==> src/include/core_consts.svh <==
`ifndef CORE_CONSTS_SVH
`define CORE_CONSTS_SVH

// register index, 16 registers
`define CORE_ADDR_SIZE 4

// register width
`define CORE_DATA_SIZE 8

// host instruction word
`define CORE_INSTR_SIZE 16

`define CORE_OP_SIZE 4

`endif

==> src/source/core_isa_pkg.sv <==
`default_nettype none

`include "core_consts.svh"

package core_isa_pkg;

   // codes 8 to 15 are unused and run as NOP
   typedef enum logic [`CORE_OP_SIZE-1:0] {
      NOP  = 4'h0,
      LDI  = 4'h1,
      ADD  = 4'h2,
      SUB  = 4'h3,
      XOR  = 4'h4,
      AND  = 4'h5,
      OUT  = 4'h6, // reports rs0
      WAIT = 4'h7
   } opcode_t;

   typedef struct packed {
      opcode_t                    op;
      logic [`CORE_ADDR_SIZE-1:0] rd;
      logic [`CORE_ADDR_SIZE-1:0] rs0;
      logic [`CORE_ADDR_SIZE-1:0] rs1;
   } regForm_t;

   typedef struct packed {
      opcode_t                    op;
      logic [`CORE_ADDR_SIZE-1:0] rd;
      logic [`CORE_DATA_SIZE-1:0] imm; // cycle count for WAIT
   } immForm_t;

   typedef union packed {
      regForm_t asReg;
      immForm_t asImm;
   } instrWord_t;

endpackage

`default_nettype wire

==> src/source/core_ctrl_pkg.sv <==
`default_nettype none

package core_ctrl_pkg;

   typedef enum logic [2:0] {
      IDLE,
      READ,     // operands presented to the register file
      EXEC,     // ALU writeback or OUT result
      WRITEIMM,
      STALL     // WAIT and NOP, held until the timer expires
   } seqState_t;

   typedef enum logic [1:0] {
      ADD,
      SUB,
      XOR,
      AND
   } aluOp_t;

endpackage

`default_nettype wire

==> src/source/ramDualPort.sv <==
`timescale 1ns/1ps
`default_nettype none

`include "core_consts.svh"

module ramDualPort #(
   parameter int AddrSize = `CORE_ADDR_SIZE,
   parameter int DataSize = `CORE_DATA_SIZE
) (
   input  wire                 clock,
   input  wire                 reset,
   input  wire                 we_i,
   input  wire  [AddrSize-1:0] addr0_i,
   input  wire  [AddrSize-1:0] addr1_i,
   input  wire  [DataSize-1:0] data_i,
   output logic [DataSize-1:0] data0_o,
   output logic [DataSize-1:0] data1_o
);

   logic [DataSize-1:0] mem [2**AddrSize];

   initial begin
      for (int k = 0; k < 2**AddrSize; k++) begin
         mem[k] = '0;
      end
   end

   always @(posedge clock) begin
      if (reset) begin
         data0_o <= '0; // outputs only, contents survive
         data1_o <= '0;
      end else begin
         if (we_i) begin
            mem[addr0_i] <= data_i;
         end
         data0_o <= mem[addr0_i]; // old value on a write
         data1_o <= mem[addr1_i];
      end
   end

endmodule

`default_nettype wire

==> src/source/aluUnit.sv <==
`timescale 1ns/1ps
`default_nettype none

`include "core_consts.svh"

module aluUnit (
   input  wire core_ctrl_pkg::aluOp_t      op_i,
   input  wire [`CORE_DATA_SIZE-1:0]       a_i,
   input  wire [`CORE_DATA_SIZE-1:0]       b_i,
   output logic [`CORE_DATA_SIZE-1:0]      result_o
);

   // results wrap at the register width
   always_comb begin
      case (op_i)
         core_ctrl_pkg::ADD: begin
            result_o = a_i + b_i;
         end
         core_ctrl_pkg::SUB: begin
            result_o = a_i - b_i;
         end
         core_ctrl_pkg::XOR: begin
            result_o = a_i ^ b_i;
         end
         core_ctrl_pkg::AND: begin
            result_o = a_i & b_i;
         end
         default: begin
            result_o = a_i + b_i;
         end
      endcase
   end

endmodule

`default_nettype wire

==> src/source/delayTimer.sv <==
`timescale 1ns/1ps
`default_nettype none

`include "core_consts.svh"

module delayTimer (
   input  wire                        clock,
   input  wire                        reset,
   input  wire                        load_i,
   input  wire [`CORE_DATA_SIZE-1:0]  count_i,
   output logic                       expired_o
);

   logic [`CORE_DATA_SIZE-1:0] count;
   logic                       active;

   always_ff @(posedge clock) begin
      if (reset) begin
         active <= 1'b0;
         count  <= '0;
      end else if (load_i) begin
         active <= 1'b1;
         count  <= count_i;
      end else if (active) begin
         if (count == '0) begin
            active <= 1'b0; // expiry lasts one cycle
         end else begin
            count <= count - 1'b1;
         end
      end
   end

   // high in the cycle right after a load of zero
   assign expired_o = active && (count == '0);

endmodule

`default_nettype wire

==> src/source/instrSequencer.sv <==
`timescale 1ns/1ps
`default_nettype none

`include "core_consts.svh"

module instrSequencer (
   input  wire                              clock,
   input  wire                              reset,
   input  wire                              instrValid_i,
   input  wire core_isa_pkg::instrWord_t    instr_i,
   input  wire                              expired_i,
   input  wire [`CORE_DATA_SIZE-1:0]        aluResult_i,
   output logic                             busy_o,
   output logic                             ramWe_o,
   output logic [`CORE_ADDR_SIZE-1:0]       ramAddr0_o,
   output logic [`CORE_ADDR_SIZE-1:0]       ramAddr1_o,
   output logic [`CORE_DATA_SIZE-1:0]       ramWrData_o,
   output core_ctrl_pkg::aluOp_t            aluOp_o,
   output logic                             timerLoad_o,
   output logic [`CORE_DATA_SIZE-1:0]       timerCount_o,
   output logic                             resultValid_o
);

   core_ctrl_pkg::seqState_t state;
   core_isa_pkg::instrWord_t instrReg;
   core_isa_pkg::opcode_t    newOp;
   core_isa_pkg::opcode_t    curOp;
   logic                     accept;
   logic                     newIsRead;
   logic                     isAluOp;

   assign accept = (state == core_ctrl_pkg::IDLE) && instrValid_i;
   assign newOp  = instr_i.asReg.op;
   assign curOp  = instrReg.asReg.op;

   assign newIsRead = newOp inside {core_isa_pkg::ADD, core_isa_pkg::SUB,
                                    core_isa_pkg::XOR, core_isa_pkg::AND,
                                    core_isa_pkg::OUT};
   assign isAluOp   = curOp inside {core_isa_pkg::ADD, core_isa_pkg::SUB,
                                    core_isa_pkg::XOR, core_isa_pkg::AND};

   always_ff @(posedge clock) begin
      if (reset) begin
         state <= core_ctrl_pkg::IDLE;
      end else begin
         case (state)
            core_ctrl_pkg::IDLE: begin
               if (instrValid_i) begin
                  if (newIsRead) begin
                     state <= core_ctrl_pkg::READ;
                  end else if (newOp == core_isa_pkg::LDI) begin
                     state <= core_ctrl_pkg::WRITEIMM;
                  end else begin
                     state <= core_ctrl_pkg::STALL; // WAIT, NOP, unknown
                  end
               end
            end
            core_ctrl_pkg::READ:     state <= core_ctrl_pkg::EXEC;
            core_ctrl_pkg::EXEC:     state <= core_ctrl_pkg::IDLE;
            core_ctrl_pkg::WRITEIMM: state <= core_ctrl_pkg::IDLE;
            core_ctrl_pkg::STALL: begin
               if (expired_i) begin
                  state <= core_ctrl_pkg::IDLE;
               end
            end
            default:                 state <= core_ctrl_pkg::IDLE;
         endcase
      end
   end

   always_ff @(posedge clock) begin
      if (accept) begin
         instrReg <= instr_i;
      end
   end

   // NOP stalls on a zero count, one cycle
   assign timerLoad_o  = accept && !newIsRead && (newOp != core_isa_pkg::LDI);
   assign timerCount_o = (newOp == core_isa_pkg::WAIT) ? instr_i.asImm.imm : '0;

   always_comb begin
      ramAddr0_o = instrReg.asReg.rd; // rd sits at the same bits in both forms
      ramAddr1_o = instrReg.asReg.rs1;
      if (state == core_ctrl_pkg::READ) begin
         ramAddr0_o = instrReg.asReg.rs0;
      end
   end

   always_comb begin
      case (curOp)
         core_isa_pkg::SUB: aluOp_o = core_ctrl_pkg::SUB;
         core_isa_pkg::XOR: aluOp_o = core_ctrl_pkg::XOR;
         core_isa_pkg::AND: aluOp_o = core_ctrl_pkg::AND;
         default:           aluOp_o = core_ctrl_pkg::ADD;
      endcase
   end

   assign ramWe_o = ((state == core_ctrl_pkg::EXEC) && isAluOp) ||
                    (state == core_ctrl_pkg::WRITEIMM);
   assign ramWrData_o = (state == core_ctrl_pkg::WRITEIMM) ? instrReg.asImm.imm
                                                           : aluResult_i;

   assign resultValid_o = (state == core_ctrl_pkg::EXEC) && (curOp == core_isa_pkg::OUT);
   assign busy_o        = (state != core_ctrl_pkg::IDLE);

endmodule

`default_nettype wire

==> src/source/microCoreTop.sv <==
`timescale 1ns/1ps
`default_nettype none

`include "core_consts.svh"

module microCoreTop (
   input  wire                              clock,
   input  wire                              reset,
   input  wire                              instrValid_i,
   input  wire [`CORE_INSTR_SIZE-1:0]       instr_i,
   output logic                             busy_o,
   output logic                             resultValid_o,
   output logic [`CORE_DATA_SIZE-1:0]       resultData_o
);

   logic                         ramWe;
   logic [`CORE_ADDR_SIZE-1:0]   ramAddr0;
   logic [`CORE_ADDR_SIZE-1:0]   ramAddr1;
   logic [`CORE_DATA_SIZE-1:0]   ramWrData;
   logic [`CORE_DATA_SIZE-1:0]   ramData0;
   logic [`CORE_DATA_SIZE-1:0]   ramData1;
   logic [`CORE_DATA_SIZE-1:0]   aluResult;
   core_ctrl_pkg::aluOp_t        aluOp;
   logic                         timerLoad;
   logic [`CORE_DATA_SIZE-1:0]   timerCount;
   logic                         timerExpired;

   instrSequencer instrSequencer_inst (
      .clock         (clock),
      .reset         (reset),
      .instrValid_i  (instrValid_i),
      .instr_i       (core_isa_pkg::instrWord_t'(instr_i)),
      .expired_i     (timerExpired),
      .aluResult_i   (aluResult),
      .busy_o        (busy_o),
      .ramWe_o       (ramWe),
      .ramAddr0_o    (ramAddr0),
      .ramAddr1_o    (ramAddr1),
      .ramWrData_o   (ramWrData),
      .aluOp_o       (aluOp),
      .timerLoad_o   (timerLoad),
      .timerCount_o  (timerCount),
      .resultValid_o (resultValid_o)
   );

   ramDualPort #(
      .AddrSize (`CORE_ADDR_SIZE),
      .DataSize (`CORE_DATA_SIZE)
   ) ramDualPort_inst (
      .clock   (clock),
      .reset   (reset),
      .we_i    (ramWe),
      .addr0_i (ramAddr0),
      .addr1_i (ramAddr1),
      .data_i  (ramWrData),
      .data0_o (ramData0),
      .data1_o (ramData1)
   );

   aluUnit aluUnit_inst (
      .op_i     (aluOp),
      .a_i      (ramData0),
      .b_i      (ramData1),
      .result_o (aluResult)
   );

   delayTimer delayTimer_inst (
      .clock     (clock),
      .reset     (reset),
      .load_i    (timerLoad),
      .count_i   (timerCount),
      .expired_o (timerExpired)
   );

   assign resultData_o = ramData0; // port 0 holds rs0 during OUT

endmodule

`default_nettype wire

==> config.mk <==
export PLATFORM = sky130hd
export DESIGN_NAME = microCoreTop
export DESIGN_NICKNAME = d
export VERILOG_FILES = /design/src/source/core_isa_pkg.sv /design/src/source/core_ctrl_pkg.sv /design/src/source/ramDualPort.sv /design/src/source/aluUnit.sv /design/src/source/delayTimer.sv /design/src/source/instrSequencer.sv /design/src/source/microCoreTop.sv
export VERILOG_INCLUDE_DIRS = /design/src /design/src/include
export SDC_FILE = /design/constraint.sdc
export NUM_CORES = 1
export LEC_CHECK = 0
export BUFFER_PORTS_ARGS = -buffer_cell sky130_fd_sc_hd__buf_2
export CAP_MARGIN = 20
export CORE_AREA = 4 4 92 180
export CTS_BUF_LIST = sky130_fd_sc_hd__clkbuf_8 sky130_fd_sc_hd__clkbuf_16
export CTS_CLUSTER_DIAMETER = 120
export CTS_CLUSTER_SIZE = 40
export DETAILED_ROUTE_END_ITERATION = 8
export DIE_AREA = 0 0 96 184
export PLACE_DENSITY = 0.78
export RECOVER_POWER = 25
export SYNTH_ARGS = -nofsm -noshare
export SYNTH_HDL_FRONTEND = slang
export SYNTH_SLANG_ARGS = --single-unit
==> constraint.sdc <==
create_clock -name clock -period 3.12 [get_ports clock]
set_input_delay 0.312 -clock clock [delete_from_list [all_inputs] [get_ports clock]]
set_output_delay 0.312 -clock clock [all_outputs]
set_load 0.1 [all_outputs]
==> flow_metrics.py <==
metrics = {
    "clocking": {
        "cts.path.max_buffers": 2,
        "cts_buffers": 17,
        "clk_latency_ns": 0.44,
        "clk_pin_slew_ns": 0.07,
        "clkSinkCount": 172,
        "htreeDepth": 4,
        "cts_tree": "built",
        "root_buffer": "clkbuf_16",
        "cts_hold_buf": 0,
    },
    "hold_path": {
        "whs_path_depth": 1,
        "hold_start": "instr_i[11]",
        "hold_path_class": "primary input to flop",
        "holdPathEnd": "instrSequencer_inst.instrReg[11]$_DFFE_PP_",
    },
    "placed_design": {
        "gp_congestion": 0.828,
        "portBuffers": 28,
        "dp_hpwl_um": 15300,
    },
    "global_route": {
        "grt_pass1_wl_um": 31700,
        "grt_max_degree": 34,
        "grt_usage": 0.248,
        "grt_pass1_vias": 5839,
        "overflow": 0,
        "antenna_found_initial": 0,
    },
    "sta": {
        "setup_viol": 0,
        "fin_crit_sh": 0.952,
        "worst_slew_pin_slew_ns": 1.36,
        "skew_ns": 0.00978,
        "hold_violations": 0,
        "holdWs_ns": 0.0516,
        "fin_crit_ns": 2.97,
        "finalMaxSlewViolations": 0,
        "slew_headroom": 0.0964,
        "rsz0062_at_grt": "false",
        "fmax_ghz": 0.337,
    },
    "floorplanning": {
        "die_area_mm2": 0.0177,
        "die_y_um": 184,
        "start_util": 0.545,
        "fp.dieW_um": 96,
        "ios": 29,
        "core-area_mm2": 0.0153,
        "num_rows": 64,
    },
    "final_layout": {
        "diodes": 0,
        "nets": 685,
        "area_growth_pct": 13.6,
        "drive_above_1_share": 0.191,
        "fin_util": 0.619,
        "nFillCells": 1119,
        "layout_common_cells": "144 x edfxtp_1, 75 x mux2i_1, 40 x mux4_2",
        "layout_commonest_cell": "edfxtp_1",
        "multi_input_area_mm2": 0.00334,
        "register_area_mm2": 0.00488,
    },
    "synth": {
        "syn-instance-count": 591,
        "synthFlopType": "edfxtp_1",
        "synthArstFlopShare": 0,
        "synth-seq-cells": 172,
        "synth-edff-count": 144,
        "yosys_warnings": 0,
        "synth_area_mm2": 0.00833,
        "synth_nets": 628,
        "synth_area_per_cell_um2": 14.1,
        "ys_types": 42,
        "ys_seq_area_frac": 0.586,
    },
    "worst_setup_path": {
        "r2r_end": "ramDualPort_inst.data0_o[2]$_SDFF_PP0_",
        "r2r_cells": 6,
        "worstSetupEndpointType": "flop",
        "reg2reg_from": "instrSequencer_inst.state[0]$_SDFFE_PP0P_",
        "critPathLaunchType": "flop",
        "rrSetupSlack_ns": 0.15,
        "crit_arrival_ns": 3.28,
        "crit_fanout": 15,
        "crit_type": "flop to flop",
        "required_ns": 3.43,
    },
    "flow_run": {
        "max_cap_viol_count": 0,
    },
    "power_and_ir_drop": {
        "switching_share": 0.301,
        "internal-power_w": 0.00439,
        "p_comb_frac": 0.219,
        "peakVddDrop_uv": 455,
        "p_leak_nw": 3.39,
        "switchingPower_w": 0.00189,
        "p_clk_frac": 0.311,
        "sequentialPowerShare": 0.470,
        "power_density_mw_per_mm2": 663,
    },
    "route": {
        "drt-initial-drc-count": 522,
        "vias": 5611,
        "drc": 0,
        "routed_via_density": 6.53,
        "detail-route-antenna-nets": 0,
        "drt-pass1-iter-count": 5,
        "drt-total-wl_um": 20900,
        "wl_per_cell_um": 24.4,
    },
    "run_status": {
        "status": "finished clean",
    },
}
logic make-up (layout without fill, tap and decap cells):
kind of cell,count (synthesis),after routing,synth area share
and+or+nand+nor,136,136,0.0813
muxes,118,118,0.202
AOI/OAI and AO/OA,94,94,0.0676
adders and majority gates,18,18,0.0279
DFF,172,172,0.586
xor gates and xnor gates,14,14,0.0147
buffers and inverters,39,109,0.0200
critical path: stages, from the launching register on:
cell     delay, ns
dfxtp_1       0.47
nor3b_2       0.43
mux2i_4       0.58
buf_4         0.38
mux2i_1       0.27
o22ai_1       0.14
or4_1         0.55
Yosys cell counts (12+ instances only):
| library cell | number | share of area |
|---|---|---|
| a21oi_1 | 27 | 0.016 |
| nor2_1 | 39 | 0.018 |
| mux4_2 | 40 | 0.11 |
| clkbuf_1 | 14 | 0.0063 |
| dfxtp_1 | 28 | 0.067 |
| nor3_1 | 16 | 0.0096 |
| edfxtp_1 | 144 | 0.52 |
| inv_1 | 12 | 0.0054 |
| ha_1 | 17 | 0.026 |
| o22ai_1 | 32 | 0.024 |
| nand2_1 | 31 | 0.014 |
| mux2i_1 | 76 | 0.091 |
stage by stage:
step	instances	worst slack, ns	area (µm²)	total power [W]	TNS [ns]
after floorplan	591	0.00998	8340	0.00390	0
after global placement	825	0.0428	8910	0.00419	0
after detailed placement	825	-0.157	8910	0.00428	-6.26
after CTS	857	0.123	9470	0.00624	0
after global routing	859	0.0255	9460	0.00651	0
final	859	0.148	9460	0.00627	0
final cells by class:
type,instances,share of cell area
Inverter,12,0.00476
Timing Repair Buffer,65,0.0424
Tap cell,198,0.0262
Multi-Input combinational cell,380,0.353
Clock inverter,15,0.0120
Clock buffer,17,0.0450
Sequential cell,172,0.516
flip-flops by register name, indices dropped and copies added (netlist names):
| name | count |
|---|---|
| ramDualPort_inst.mem | 128 |
| instrSequencer_inst.instrReg | 16 |
| delayTimer_inst.count | 8 |
| ramDualPort_inst.data0_o | 8 |
| ramDualPort_inst.data1_o | 8 |
| instrSequencer_inst.state | 3 |
| delayTimer_inst.active | 1 |
worst max-delay path by stage:
stage	cells past startpoint	to	slack, ns	from
floorplan	12	ramDualPort_inst.mem[0][5]$_DFFE_PP_	0.01	instrSequencer_inst.instrReg[12]$_DFFE_PP_
global placement	11	ramDualPort_inst.mem[8][6]$_DFFE_PP_	0.04	instrSequencer_inst.instrReg[15]$_DFFE_PP_
detailed placement	10	ramDualPort_inst.mem[14][7]$_DFFE_PP_	-0.16	instrSequencer_inst.instrReg[15]$_DFFE_PP_
CTS	11	ramDualPort_inst.mem[6][6]$_DFFE_PP_	0.12	instrSequencer_inst.instrReg[15]$_DFFE_PP_
global route	6	ramDualPort_inst.data0_o[5]$_SDFF_PP0_	0.03	instrSequencer_inst.state[0]$_SDFFE_PP0P_
finish	6	ramDualPort_inst.data0_o[2]$_SDFF_PP0_	0.15	instrSequencer_inst.state[0]$_SDFFE_PP0P_
metal layers:
metal  routed length (µm)  vias to the layer above  track usage  part of all wire
li1                     -                     2440            -                 -
met1                 7040                     2805        0.251              0.34
met2                11900                      279        0.457              0.57
met3                  977                       87       0.0496             0.047
met4                 1060                        0        0.135             0.051
met5                    0                        -            0                 0
power by group through the flow:
stage,Sequential (W),Clock (W),Combinational (W)
after floorplan,0.00308,0,0.000819
after global placement,0.00299,0,0.00120
after detailed placement,0.00300,0,0.00128
after CTS,0.00295,0.00197,0.00132
after global routing,0.00296,0.00207,0.00149
final,0.00295,0.00195,0.00137
what timing repair did:
item | 4_1_cts | 5_1_grt
pin swaps | 0 | 2
resized for setup | 5 | 3
cloned | 0 | 0
endpoints found under the setup margin | 80 | 36
setup buffers | 0 | 1
No activity file was read; power rests on OpenSTA's default activity.
